**src/ntm_pkg.sv**
```systemverilog
/*
 * Shared widths and packed payload types of the modular multiplier.
 * RTL and testbench reach these by scoped names such as ntm_pkg::ntm_cfg_t.
 */

`default_nettype none

package ntm_pkg;

  //////////////////////////////////////////////////////////////////////
  // Widths
  //////////////////////////////////////////////////////////////////////

  // Modulus, operands and results
  localparam int DATA_WIDTH  = 16;
  // Row and column counts and indexes
  localparam int INDEX_WIDTH = 8;
  // Scalar step counter, holds 0 .. DATA_WIDTH
  localparam int STEP_WIDTH  = 5;

  //////////////////////////////////////////////////////////////////////
  // Payload types
  //////////////////////////////////////////////////////////////////////

  // Run configuration, sampled at an honoured start
  typedef struct packed {
    logic [DATA_WIDTH-1:0]  modulo;
    logic [INDEX_WIDTH-1:0] rows;
    logic [INDEX_WIDTH-1:0] cols;
  } ntm_cfg_t;

  // One operand pair, both below the modulus
  typedef struct packed {
    logic [DATA_WIDTH-1:0] a;
    logic [DATA_WIDTH-1:0] b;
  } ntm_operand_t;

  // One output element with its position flags
  typedef struct packed {
    logic [DATA_WIDTH-1:0] value;
    logic                  row_last;
    logic                  matrix_last;
  } ntm_result_t;

endpackage

`default_nettype wire

```
**src/ntm_matrix_modular_multiplier.sv**
```systemverilog
/*
 * Element-wise modular product of two matrices, top of the subsystem.
 * Pulse start with cfg while idle, then stream cfg.rows * cfg.cols operand pairs
 * in row-major order; results leave with row and matrix end flags, then ready pulses.
 */

`default_nettype none
`timescale 1ns/1ps

module ntm_matrix_modular_multiplier (
  input  wire logic                  CLK,
  input  wire logic                  RST,
  input  wire logic                  start,
  input  wire ntm_pkg::ntm_cfg_t     cfg,
  output logic                       ready,
  input  wire logic                  data_in_valid,
  input  wire ntm_pkg::ntm_operand_t data_in,
  output logic                       data_in_ready,
  output logic                       data_out_valid,
  output ntm_pkg::ntm_result_t       data_out
);

  //////////////////////////////////////////////////////////////////////
  // Signals
  //////////////////////////////////////////////////////////////////////

  typedef enum logic {
    MAT_IDLE,
    MAT_RUN
  } mat_state_t;

  mat_state_t                       state;

  // Run configuration, held from start to ready
  ntm_pkg::ntm_cfg_t                cfg_q;

  // Row sequencing
  logic [ntm_pkg::INDEX_WIDTH-1:0]  row_idx;
  logic                             last_row;
  logic                             row_start;
  logic                             row_done;

  // Raw vector unit output
  ntm_pkg::ntm_result_t             vec_out;

  assign last_row = (row_idx == cfg_q.rows - ntm_pkg::INDEX_WIDTH'(1));

  //////////////////////////////////////////////////////////////////////
  // Run control
  //////////////////////////////////////////////////////////////////////

  always_ff @(posedge CLK or posedge RST) begin
    if (RST) begin
      state     <= MAT_IDLE;
      cfg_q     <= '0;
      row_idx   <= '0;
      row_start <= 1'b0;
      ready     <= 1'b0;
    end else begin
      // Pulses
      row_start <= 1'b0;
      ready     <= 1'b0;
      case (state)
        MAT_IDLE: begin
          // Start is only honoured here
          if (start) begin
            cfg_q     <= cfg;
            row_idx   <= '0;
            row_start <= 1'b1;
            state     <= MAT_RUN;
          end
        end
        MAT_RUN: begin
          // row_done comes with the last result of a row
          if (row_done) begin
            if (last_row) begin
              ready <= 1'b1;
              state <= MAT_IDLE;
            end else begin
              row_idx   <= row_idx + 1'b1;
              row_start <= 1'b1;
            end
          end
        end
        default: begin
          state <= MAT_IDLE;
        end
      endcase
    end
  end

  //////////////////////////////////////////////////////////////////////
  // Result stream
  //////////////////////////////////////////////////////////////////////

  // Value and row flag straight from the vector unit
  assign data_out.value       = vec_out.value;
  assign data_out.row_last    = vec_out.row_last;
  // End of run is the row end of the final row
  assign data_out.matrix_last = vec_out.row_last && last_row;

  //////////////////////////////////////////////////////////////////////
  // Vector unit
  //////////////////////////////////////////////////////////////////////

  // One row at a time, row length is the column count
  ntm_vector_modular_multiplier u_vector (
    .CLK            (CLK),
    .RST            (RST),
    .row_start      (row_start),
    .row_len        (cfg_q.cols),
    .modulo         (cfg_q.modulo),
    .data_in_valid  (data_in_valid),
    .data_in        (data_in),
    .data_in_ready  (data_in_ready),
    .data_out_valid (data_out_valid),
    .data_out       (vec_out),
    .row_done       (row_done)
  );

endmodule

`default_nettype wire

```
**src/ntm_scalar_modular_multiplier.sv**
```systemverilog
/*
 * Iterative modular product of one operand pair, a * b mod modulo.
 * Pulse start for one cycle; ready and result follow DATA_WIDTH + 1 cycles later.
 * Operands must be below modulo, and modulo must stay stable while busy.
 */

`default_nettype none
`timescale 1ns/1ps

module ntm_scalar_modular_multiplier (
  input  wire logic                            CLK,
  input  wire logic                            RST,
  input  wire logic                            start,
  input  wire ntm_pkg::ntm_operand_t           operand,
  input  wire logic [ntm_pkg::DATA_WIDTH-1:0]  modulo,
  output logic                                 ready,
  output logic [ntm_pkg::DATA_WIDTH-1:0]       result
);

  //////////////////////////////////////////////////////////////////////
  // Signals
  //////////////////////////////////////////////////////////////////////

  // Control
  logic                             busy;
  logic [ntm_pkg::STEP_WIDTH-1:0]   step_cnt;
  logic                             last_step;

  // Datapath registers
  logic [ntm_pkg::DATA_WIDTH-1:0]   a_q;
  logic [ntm_pkg::DATA_WIDTH-1:0]   b_q;
  logic [ntm_pkg::DATA_WIDTH-1:0]   acc;

  // One step of the double-and-add loop
  logic [ntm_pkg::DATA_WIDTH:0]     dbl;
  logic [ntm_pkg::DATA_WIDTH:0]     dbl_sub;
  logic [ntm_pkg::DATA_WIDTH-1:0]   dbl_red;
  logic [ntm_pkg::DATA_WIDTH:0]     sum;
  logic [ntm_pkg::DATA_WIDTH:0]     sum_sub;
  logic [ntm_pkg::DATA_WIDTH-1:0]   sum_red;
  logic [ntm_pkg::DATA_WIDTH-1:0]   acc_next;

  //////////////////////////////////////////////////////////////////////
  // Step arithmetic
  //////////////////////////////////////////////////////////////////////

  always_comb begin
    // Doubling, at most 2m - 2, one subtraction is enough
    dbl     = {acc, 1'b0};
    dbl_sub = dbl - {1'b0, modulo};
    dbl_red = (dbl >= {1'b0, modulo}) ? dbl_sub[ntm_pkg::DATA_WIDTH-1:0]
                                      : dbl[ntm_pkg::DATA_WIDTH-1:0];
    // Add a when the current bit of b is set
    sum     = {1'b0, dbl_red} + {1'b0, a_q};
    sum_sub = sum - {1'b0, modulo};
    sum_red = (sum >= {1'b0, modulo}) ? sum_sub[ntm_pkg::DATA_WIDTH-1:0]
                                      : sum[ntm_pkg::DATA_WIDTH-1:0];
    // MSB of b first
    acc_next = b_q[ntm_pkg::DATA_WIDTH-1] ? sum_red : dbl_red;
  end

  assign last_step = (step_cnt == ntm_pkg::STEP_WIDTH'(ntm_pkg::DATA_WIDTH - 1));

  //////////////////////////////////////////////////////////////////////
  // Control
  //////////////////////////////////////////////////////////////////////

  always_ff @(posedge CLK or posedge RST) begin
    if (RST) begin
      busy     <= 1'b0;
      step_cnt <= '0;
      ready    <= 1'b0;
    end else begin
      // Ready is a single-cycle pulse
      ready <= 1'b0;
      if (!busy) begin
        if (start) begin
          busy     <= 1'b1;
          step_cnt <= '0;
        end
      end else begin
        step_cnt <= step_cnt + 1'b1;
        if (last_step) begin
          busy  <= 1'b0;
          ready <= 1'b1;
        end
      end
    end
  end

  //////////////////////////////////////////////////////////////////////
  // Datapath
  //////////////////////////////////////////////////////////////////////

  always_ff @(posedge CLK) begin
    if (!busy && start) begin
      a_q <= operand.a;
      b_q <= operand.b;
      acc <= '0;
    end else if (busy) begin
      acc <= acc_next;
      // Next bit of b moves into the MSB
      b_q <= {b_q[ntm_pkg::DATA_WIDTH-2:0], 1'b0};
      if (last_step) begin
        result <= acc_next;
      end
    end
  end

endmodule

`default_nettype wire

```
**src/ntm_vector_modular_multiplier.sv**
```systemverilog
/*
 * Row sequencer around the scalar modular multiplier.
 * After row_start it takes row_len operand pairs over a valid/ready stream,
 * one in flight at a time, and returns each product with row_last on the final one.
 */

`default_nettype none
`timescale 1ns/1ps

module ntm_vector_modular_multiplier (
  input  wire logic                            CLK,
  input  wire logic                            RST,
  input  wire logic                            row_start,
  input  wire logic [ntm_pkg::INDEX_WIDTH-1:0] row_len,
  input  wire logic [ntm_pkg::DATA_WIDTH-1:0]  modulo,
  input  wire logic                            data_in_valid,
  input  wire ntm_pkg::ntm_operand_t           data_in,
  output logic                                 data_in_ready,
  output logic                                 data_out_valid,
  output ntm_pkg::ntm_result_t                 data_out,
  output logic                                 row_done
);

  //////////////////////////////////////////////////////////////////////
  // Signals
  //////////////////////////////////////////////////////////////////////

  typedef enum logic [1:0] {
    VEC_IDLE,
    VEC_WAIT,
    VEC_MUL
  } vec_state_t;

  vec_state_t                       state;
  logic [ntm_pkg::INDEX_WIDTH-1:0]  elem_idx;
  logic                             elem_last;
  logic                             in_xfer;

  // Scalar unit side
  logic                             mul_start;
  ntm_pkg::ntm_operand_t            mul_operand;
  logic                             mul_ready;
  logic [ntm_pkg::DATA_WIDTH-1:0]   mul_result;

  // Handshake, ready is only raised in VEC_WAIT
  assign in_xfer   = data_in_ready && data_in_valid;
  assign elem_last = (elem_idx == row_len - ntm_pkg::INDEX_WIDTH'(1));

  //////////////////////////////////////////////////////////////////////
  // Controller
  //////////////////////////////////////////////////////////////////////

  always_ff @(posedge CLK or posedge RST) begin
    if (RST) begin
      state          <= VEC_IDLE;
      elem_idx       <= '0;
      data_in_ready  <= 1'b0;
      mul_start      <= 1'b0;
      data_out_valid <= 1'b0;
      row_done       <= 1'b0;
    end else begin
      // Pulses
      mul_start      <= 1'b0;
      data_out_valid <= 1'b0;
      row_done       <= 1'b0;
      case (state)
        VEC_IDLE: begin
          // First element of a row is offered right away
          if (row_start) begin
            elem_idx      <= '0;
            data_in_ready <= 1'b1;
            state         <= VEC_WAIT;
          end
        end
        VEC_WAIT: begin
          if (in_xfer) begin
            data_in_ready <= 1'b0;
            mul_start     <= 1'b1;
            state         <= VEC_MUL;
          end else begin
            data_in_ready <= 1'b1;
          end
        end
        VEC_MUL: begin
          if (mul_ready) begin
            data_out_valid <= 1'b1;
            if (elem_last) begin
              row_done <= 1'b1;
              state    <= VEC_IDLE;
            end else begin
              // Ready comes back one cycle after the result
              elem_idx <= elem_idx + 1'b1;
              state    <= VEC_WAIT;
            end
          end
        end
        default: begin
          state <= VEC_IDLE;
        end
      endcase
    end
  end

  //////////////////////////////////////////////////////////////////////
  // Operand and result registers
  //////////////////////////////////////////////////////////////////////

  always_ff @(posedge CLK) begin
    if (in_xfer) begin
      mul_operand <= data_in;
    end
    if (state == VEC_MUL && mul_ready) begin
      data_out.value       <= mul_result;
      data_out.row_last    <= elem_last;
      // Filled in by the matrix unit
      data_out.matrix_last <= 1'b0;
    end
  end

  ntm_scalar_modular_multiplier u_scalar (
    .CLK     (CLK),
    .RST     (RST),
    .start   (mul_start),
    .operand (mul_operand),
    .modulo  (modulo),
    .ready   (mul_ready),
    .result  (mul_result)
  );

endmodule

`default_nettype wire

```
**config.mk**
```make
export PLATFORM = sky130hd
export DESIGN_NAME = ntm_matrix_modular_multiplier
export DESIGN_NICKNAME = d
export VERILOG_FILES = /design/src/ntm_pkg.sv /design/src/ntm_matrix_modular_multiplier.sv /design/src/ntm_scalar_modular_multiplier.sv /design/src/ntm_vector_modular_multiplier.sv
export SDC_FILE = /design/constraint.sdc
export NUM_CORES = 1
export LEC_CHECK = 0
export BUFFER_PORTS_ARGS = -buffer_cell sky130_fd_sc_hd__buf_2
export CAP_MARGIN = 0
export CORE_MARGIN = 2
export CORE_UTILIZATION = 60
export CTS_CLUSTER_DIAMETER = 150
export DETAILED_ROUTE_END_ITERATION = 8
export PLACE_DENSITY = 0.81
export SYNTH_ARGS = -nofsm -noshare
export SYNTH_HDL_FRONTEND = slang
export SYNTH_SLANG_ARGS = --single-unit
```
**constraint.sdc**
```tcl
create_clock -name CLK -period 16.55 [get_ports CLK]
set_input_delay 0 -clock CLK [delete_from_list [all_inputs] [get_ports CLK]]
set_output_delay 0 -clock CLK [all_outputs]
set_load 0.01 [all_outputs]
```
**Yosys cells after proc, flatten, opt, wreduce, memory -nomap -nowiden**

Cells that the tools add are included.

- Word-level logic and storage cells: 108
- Input port bits: 68
- Register bits after elaboration: 177

- Multiplexer cells: 44
- Bitwise operators: 2
- Eq/ne operators: 12
- Reduce and logical (&&, ||, !) cells: 16
- Add/sub/neg operators: 8
- Order comparisons: 2

Operators with widths:

| kind | count |
|---|---|
| $mux 16 | 5 |
| $mux 8 | 6 |
| $ge 17x16->1 | 2 |
| $pmux 8 s2 | 2 |
| $sub 16x16->16 | 2 |
| $mux 1 | 22 |
| $add 16x16->17 | 1 |
| $add 8x1->8 const B | 2 |
| $eq 8x8->1 | 2 |
| $sub 8x1->8 const B | 2 |
| $mux 5 | 2 |
| $ne 2x2->1 const B | 5 |
| $reduce_and 3->1 | 3 |
| $reduce_bool 2->1 | 4 |
| $mux 2 | 3 |
| $pmux 1 s2 | 3 |
| $pmux 2 s3 | 1 |
| $add 5x1->5 const B | 1 |
| $eq 5x4->1 const B | 1 |
| $logic_and 1x1->1 | 4 |
| $ne 2x1->1 const B | 2 |
| $reduce_and 2->1 | 2 |
| $reduce_and 4->1 | 1 |
| $eq 2x1->1 const B | 1 |
| other kinds (4) | 5 |

**Longest topological paths before layout**

- Depth in word-level cells: 6
- Mapped depth: 30
- Depth with buffers taken out: 25

**Modules after synthesis**

Synthesis repeated with hierarchy kept, for this count alone.

- Cells, all modules: 958
- Area, all modules: 10,129.7 µm²

Modules (own cells, without submodules):

| module | area each (µm²) | cells each | seq. area each (µm²) | instances |
|---|---|---|---|---|
| ntm_scalar_modular_multiplier | 5,595.4 | 562 | 1,936.9 | 1 |
| ntm_vector_modular_multiplier | 2,434.8 | 161 | 1,821.7 | 1 |
| ntm_matrix_modular_multiplier | 2,099.5 | 235 | 1,076.0 | 1 |

**Worst setup path before layout**

Ideal clock, no wire load.

- Path type: register to register
- From: reg cfg_q[27] (netlist bit)
- To: reg u_vector.u_scalar.acc[10] (netlist bit)
- Stages on the path, launching flop included: 27
- Required time: 16.436 ns
- Clock period less this slack: 5.623 ns
- Arrival: 5.509 ns
- Slack: 10.927 ns
- Path through: dfrtp_1 -> inv_1 -> ha_1 -> buf_2 -> and3_1 -> nand3_1 -> nor4b_1 -> o21ai_1 -> nand3_1 -> buf_6 -> mux2i_1 -> inv_1 -> ha_1 -> a211oi_1 -> o21bai_1 -> a2111o_1 -> a211oi_1 -> nor2_1 -> ha_1 -> nand4_1 -> nor2_1 -> a2111oi_2 -> a21oi_1 -> a211o_2 -> mux2_4 -> mux2_4 -> a21o_1

- Cells in the longest elaborated chain, start to end: 6

RTL lines:

| item | line | text |
|---|---|---|
| start: declaration | ntm_matrix_modular_multiplier.sv:35 | `ntm_pkg::ntm_cfg_t cfg_q;` |
| start signal: assignment | ntm_matrix_modular_multiplier.sv:67 | `cfg_q <= cfg;` |
| $ge 17x16->1 / $sub 16x16->16 (equally long branches) | ntm_scalar_modular_multiplier.sv:51, ntm_scalar_modular_multiplier.sv:50 |  |
| $mux 16 | ntm_scalar_modular_multiplier.sv:51 | `dbl_red = (dbl >= {1'b0, modulo}) ? dbl_sub[ntm_pkg::DATA_WIDTH-1:0]` |
| $add 16x16->17 | ntm_scalar_modular_multiplier.sv:54 | `sum = {1'b0, dbl_red} + {1'b0, a_q};` |
| $sub 16x16->16 / $ge 17x16->1 (equally long branches) | ntm_scalar_modular_multiplier.sv:55, ntm_scalar_modular_multiplier.sv:56 |  |
| $mux 16 | ntm_scalar_modular_multiplier.sv:56 | `sum_red = (sum >= {1'b0, modulo}) ? sum_sub[ntm_pkg::DATA_WIDTH-1:0]` |
| $mux 16 * | ntm_scalar_modular_multiplier.sv:59 | `acc_next = b_q[ntm_pkg::DATA_WIDTH-1] ? sum_red : dbl_red;` |
| named net u_vector.u_scalar.acc_next, one bit | ntm_scalar_modular_multiplier.sv:41 | `logic [ntm_pkg::DATA_WIDTH-1:0] acc_next;` |
| end signal: assignment | ntm_scalar_modular_multiplier.sv:101 | `acc <= acc_next;` |
| end: declaration | ntm_scalar_modular_multiplier.sv:32 | `logic [ntm_pkg::DATA_WIDTH-1:0] acc;` |

The timed path passes the listed nets; every way through them passes the cells marked *.
A chain may end at the register's enable or synchronous reset.

**Worst setup path in the final report**

- From: reg cfg_q[24] (netlist bit)
- To: reg u_vector.u_scalar.acc[10] (netlist bit)

- Cells in the longest elaborated chain, start to end: 6

RTL lines:

| item | line |
|---|---|
| $sub 16x16->16 / $ge 17x16->1 (equally long branches) | ntm_scalar_modular_multiplier.sv:50, ntm_scalar_modular_multiplier.sv:51 |
| $mux 16 | ntm_scalar_modular_multiplier.sv:51 |
| $add 16x16->17 | ntm_scalar_modular_multiplier.sv:54 |
| $sub 16x16->16 / $ge 17x16->1 (equally long branches) | ntm_scalar_modular_multiplier.sv:55, ntm_scalar_modular_multiplier.sv:56 |
| $mux 16 | ntm_scalar_modular_multiplier.sv:56 |
| $mux 16 * | ntm_scalar_modular_multiplier.sv:59 |
| named net u_vector.u_scalar.acc_next, one bit | ntm_scalar_modular_multiplier.sv:41 |

Marked as above.

==> flow_summary.yaml <==
outcome:
  status: "finished clean"
die:
  io_pins: 89
  coreArea_sq_um: 15890
  num_rows: 46
  start_util: 0.6146
  die_w_microns: 131.6
  dieHeight_microns: 131.6
  die-area_sq_um: 17310
timing:
  tns_ps: 0
  finalSetupViolCount: 0
  fin_crit_sh: 0.4285
  finalClockSkew_ps: 9.583
  hold_violations: 0
  rsz0062_at_grt: "no"
  fmax_ghz: 0.1410
  post-route-min-period_ps: 7091
  worst_slew_pin_slew_ps: 1174
  slew_headroom: 0.2158
  final_max_slew_viol_count: 0
placed_design:
  gp_congestion: 0.9090
  io_buffers: 88
  dpl.hpwl_mm: 15.05
global_routing:
  grt_pass1_wl_mm: 35.94
  grt_pass1_vias: 7193
  grt-ovfl-total: 0
  antenna_found_initial: 0
  grt_usage: 0.2614
  grt_max_degree: 65
clocking:
  clock_path_buffers: 2
  numCtsBuffers: 17
  cts-root-buf: "clkbuf_16"
  worstSkewPairLatency_ps: 430
  cts_tree: "done"
  post_cts_buffers: 0
  path_clk_slew_ps: 70
  cts.sinks: 177
  cts_max_level: 4
detailed_routing:
  vias: 7343
  wl_per_cell_microns: 17.07
  wl_met3_mm: 1.019
  top_layer_used: "met4"
  drt_drc_violations_left: 0
  wl_met2_mm: 10.18
  initialDrtViolationCount: 536
  wl_mm: 21.88
  wirelength_met1_mm: 10.33
  final_antenna_net_count: 0
  vias_per_cell: 5.728
  dr.pass1.iters: 6
setup_path:
  crit_required_ps: 16880
  end_kind: "flip-flop"
  worst-setup-path-type: "reg -> reg"
  cp.arrival_ps: 7420
  crit_path_start_kind: "flip-flop"
  worst-path-max-fanout: 20
  cp_common_cell: "ha_1"
  slowest_delay_ps: 710
  crit_chain: "inv_1, ha_1, a21oi_1, o21ai_1, o41ai_2, or2_2, nand3_1, mux2i_1, inv_1, ha_1, a21oi_2, a21boi_0, o211ai_1, nand2_1, o311ai_0, ha_1, a21oi_2, nor2_1, a2111oi_2, a21oi_1, a211o_2, mux2_4, mux2_4, a21o_1"
  crit_slowest_cell: "nand3_1"
synth:
  synth_cells: 902
  synth_top_family_by_area: "compound AO/OA/AOI/OAI gates"
  yosysUniqueCellTypes: 74
  synth-xor-area-share: 0.05383
  synthAdderAreaFrac: 0.07664
  netlist.top_cell.by_area: "edfxtp_1"
  synth_compound_area_frac: 0.1461
  synthMuxAreaShare: 0.06613
  seq_area_frac_synth: 0.4952
  syn_area_per_cell_sq_um: 10.82
  synthesis.nets: 1028
  synthesis.area_sq_um: 9763
  synth_top_area_share: 0.2983
  yosys_register_bits: 177
  synthSimpleGateAreaFrac: 0.1275
  async_reset_ff_frac: 0.3616
  synth.area.top_cells: "edfxtp_1 30%, dfrtp_1 16%, ha_1 7.0%"
  yosysWarnings: 0
  synth_edf_count: 97
  yosys_most_used_dff: "edfxtp_1"
cells_and_area:
  mostFrequentLayoutCell: "edfxtp_1"
  final_cell_mix: "97 x edfxtp_1, 88 x buf_2, 71 x nand2_1"
  nNetsFinal: 1179
  antennaDiodeCount: 0
  layout-drive-gt1-share: 0.1689
  areaGrowthSynthToFinish_pct: 19.19
job:
  cap_violations: 0
min_path:
  holdCritPathClass: "in -> reg"
final cells by class:
cell class	instances	area [sq um]
Multi-Input combinational cell	642	4601
Inverter	55	206.4
Clock buffer	17	425.4
Sequential cell	177	4835
Fill cell	1132	4249
Timing Repair Buffer	160	1146
Clock inverter	15	152.6
Tap cell	216	270.3
critical path, delay by kind of cell, from the launching register on:
kind                     cells  cell delay [ps]
adder cells (fa/ha/maj)      3             1050
AO/OA/AOI/OAI               12             3080
multiplexers                 3             1190
AND/OR/NAND/NOR              4             1070
buffers and inverters        2              220
flip-flops                   1              360
flip-flops by register name, summed over array words and instances, names as in the netlist:
signal and flops:
row_start 1, u_vector.u_scalar.busy 1, u_vector.u_scalar.a_q 16, u_vector.data_out_valid 1, u_vector.u_scalar.b_q 16, u_vector.u_scalar.step_cnt 5, u_vector.mul_operand 32, u_vector.data_out 17
u_vector.data_in_ready 1, ready 1, u_vector.row_done 1, u_vector.mul_start 1, u_vector.u_scalar.acc 16, u_vector.state 2, state 1, u_vector.u_scalar.result 16
cfg_q 32, u_vector.elem_idx 8, u_vector.u_scalar.ready 1, row_idx 8
routing by layer:
layer	vias up	GRT usage
met5	-	0
met4	0	0.08031
met3	33	0.04437
met2	194	0.4203
met1	3518	0.3653
li1	3598	-
cell families (layout without fill, tap and decap cells):
kind of cell               after synthesis  count (layout)
and+or+nand+nor                        256             256
adders and majority gates               58              58
DFF                                    177             177
muxes                                   57              57
xor gates and xnor gates                60              60
buffers and inverters                   83             247
AOI/OAI and AO/OA                      211             211
worst paths after layout:
check                                              startpoint  slack, ps  cells past startpoint                                endpoint
hold / removal                                    data_in[24]        270                      2      u_vector.mul_operand[24]$_DFFE_PP_
setup reg to reg                        cfg_q[24]$_DFFE_PP0P_       9460                     24  u_vector.u_scalar.acc[10]$_SDFFE_PP0P_
hold reg to reg            u_vector.mul_operand[26]$_DFFE_PP_        420                      0     u_vector.u_scalar.a_q[10]$_DFFE_PP_
setup / recovery                        cfg_q[24]$_DFFE_PP0P_       9460                     24  u_vector.u_scalar.acc[10]$_SDFFE_PP0P_
max in group asynchronous                                 RST      15620                      4        u_vector.u_scalar.busy$_DFF_PP0_
min in group asynchronous                                 RST        350                      4                   cfg_q[30]$_DFFE_PP0P_
synth_stat cells (all sizes together) (4+ instances only):
cell / count
edfxtp: 97
nand2: 71
nor2: 65
dfrtp: 64
ha: 55
inv: 55
o21ai: 53
a21oi: 46
xnor2: 43
mux2: 36
a21o: 23
mux2i: 21
and3: 20
nand3: 18
nor3: 18
clkbuf: 17
xor2: 17
dfxtp: 16
nand2b: 12
buf: 11
a211oi: 10
o211ai: 9
o21a: 9
nand4: 8
nor2b: 8
a211o: 7
and2: 7
a31oi: 6
nand3b: 6
nor4: 6
o31ai: 6
or2: 6
o2111ai: 5
o21bai: 5
o22ai: 5
o311ai: 4
o41ai: 4
through the flow:
stage | instance area (sq um) | setup WS (ps) | util | std cells | hold slack, ps
after global placement | 10400 | 9615 | 0.6545 | 1184 | 176.4
after global routing | 11640 | 8894 | 0.7325 | 1282 | 269.8
after CTS | 11640 | 9543 | 0.7325 | 1282 | 261.4
after floorplan | 9763 | 10930 | - | 902 | 98.87
final | 11640 | 9459 | 0.7325 | 1282 | 273.1
after detailed placement | 10400 | 9548 | 0.6545 | 1184 | 178.1
timing repair:
item | 4_1_cts | 5_1_grt
setup endpoints to repair | 0 | 0
hold buffers | 66 | 0
endpoints found under the hold margin | 130 | 0
gates resized for setup | 0 | 0
Power is left out: the tool's default activity adds up to more than one toggle a clock period on the data nets, which glitch-free logic cannot reach.
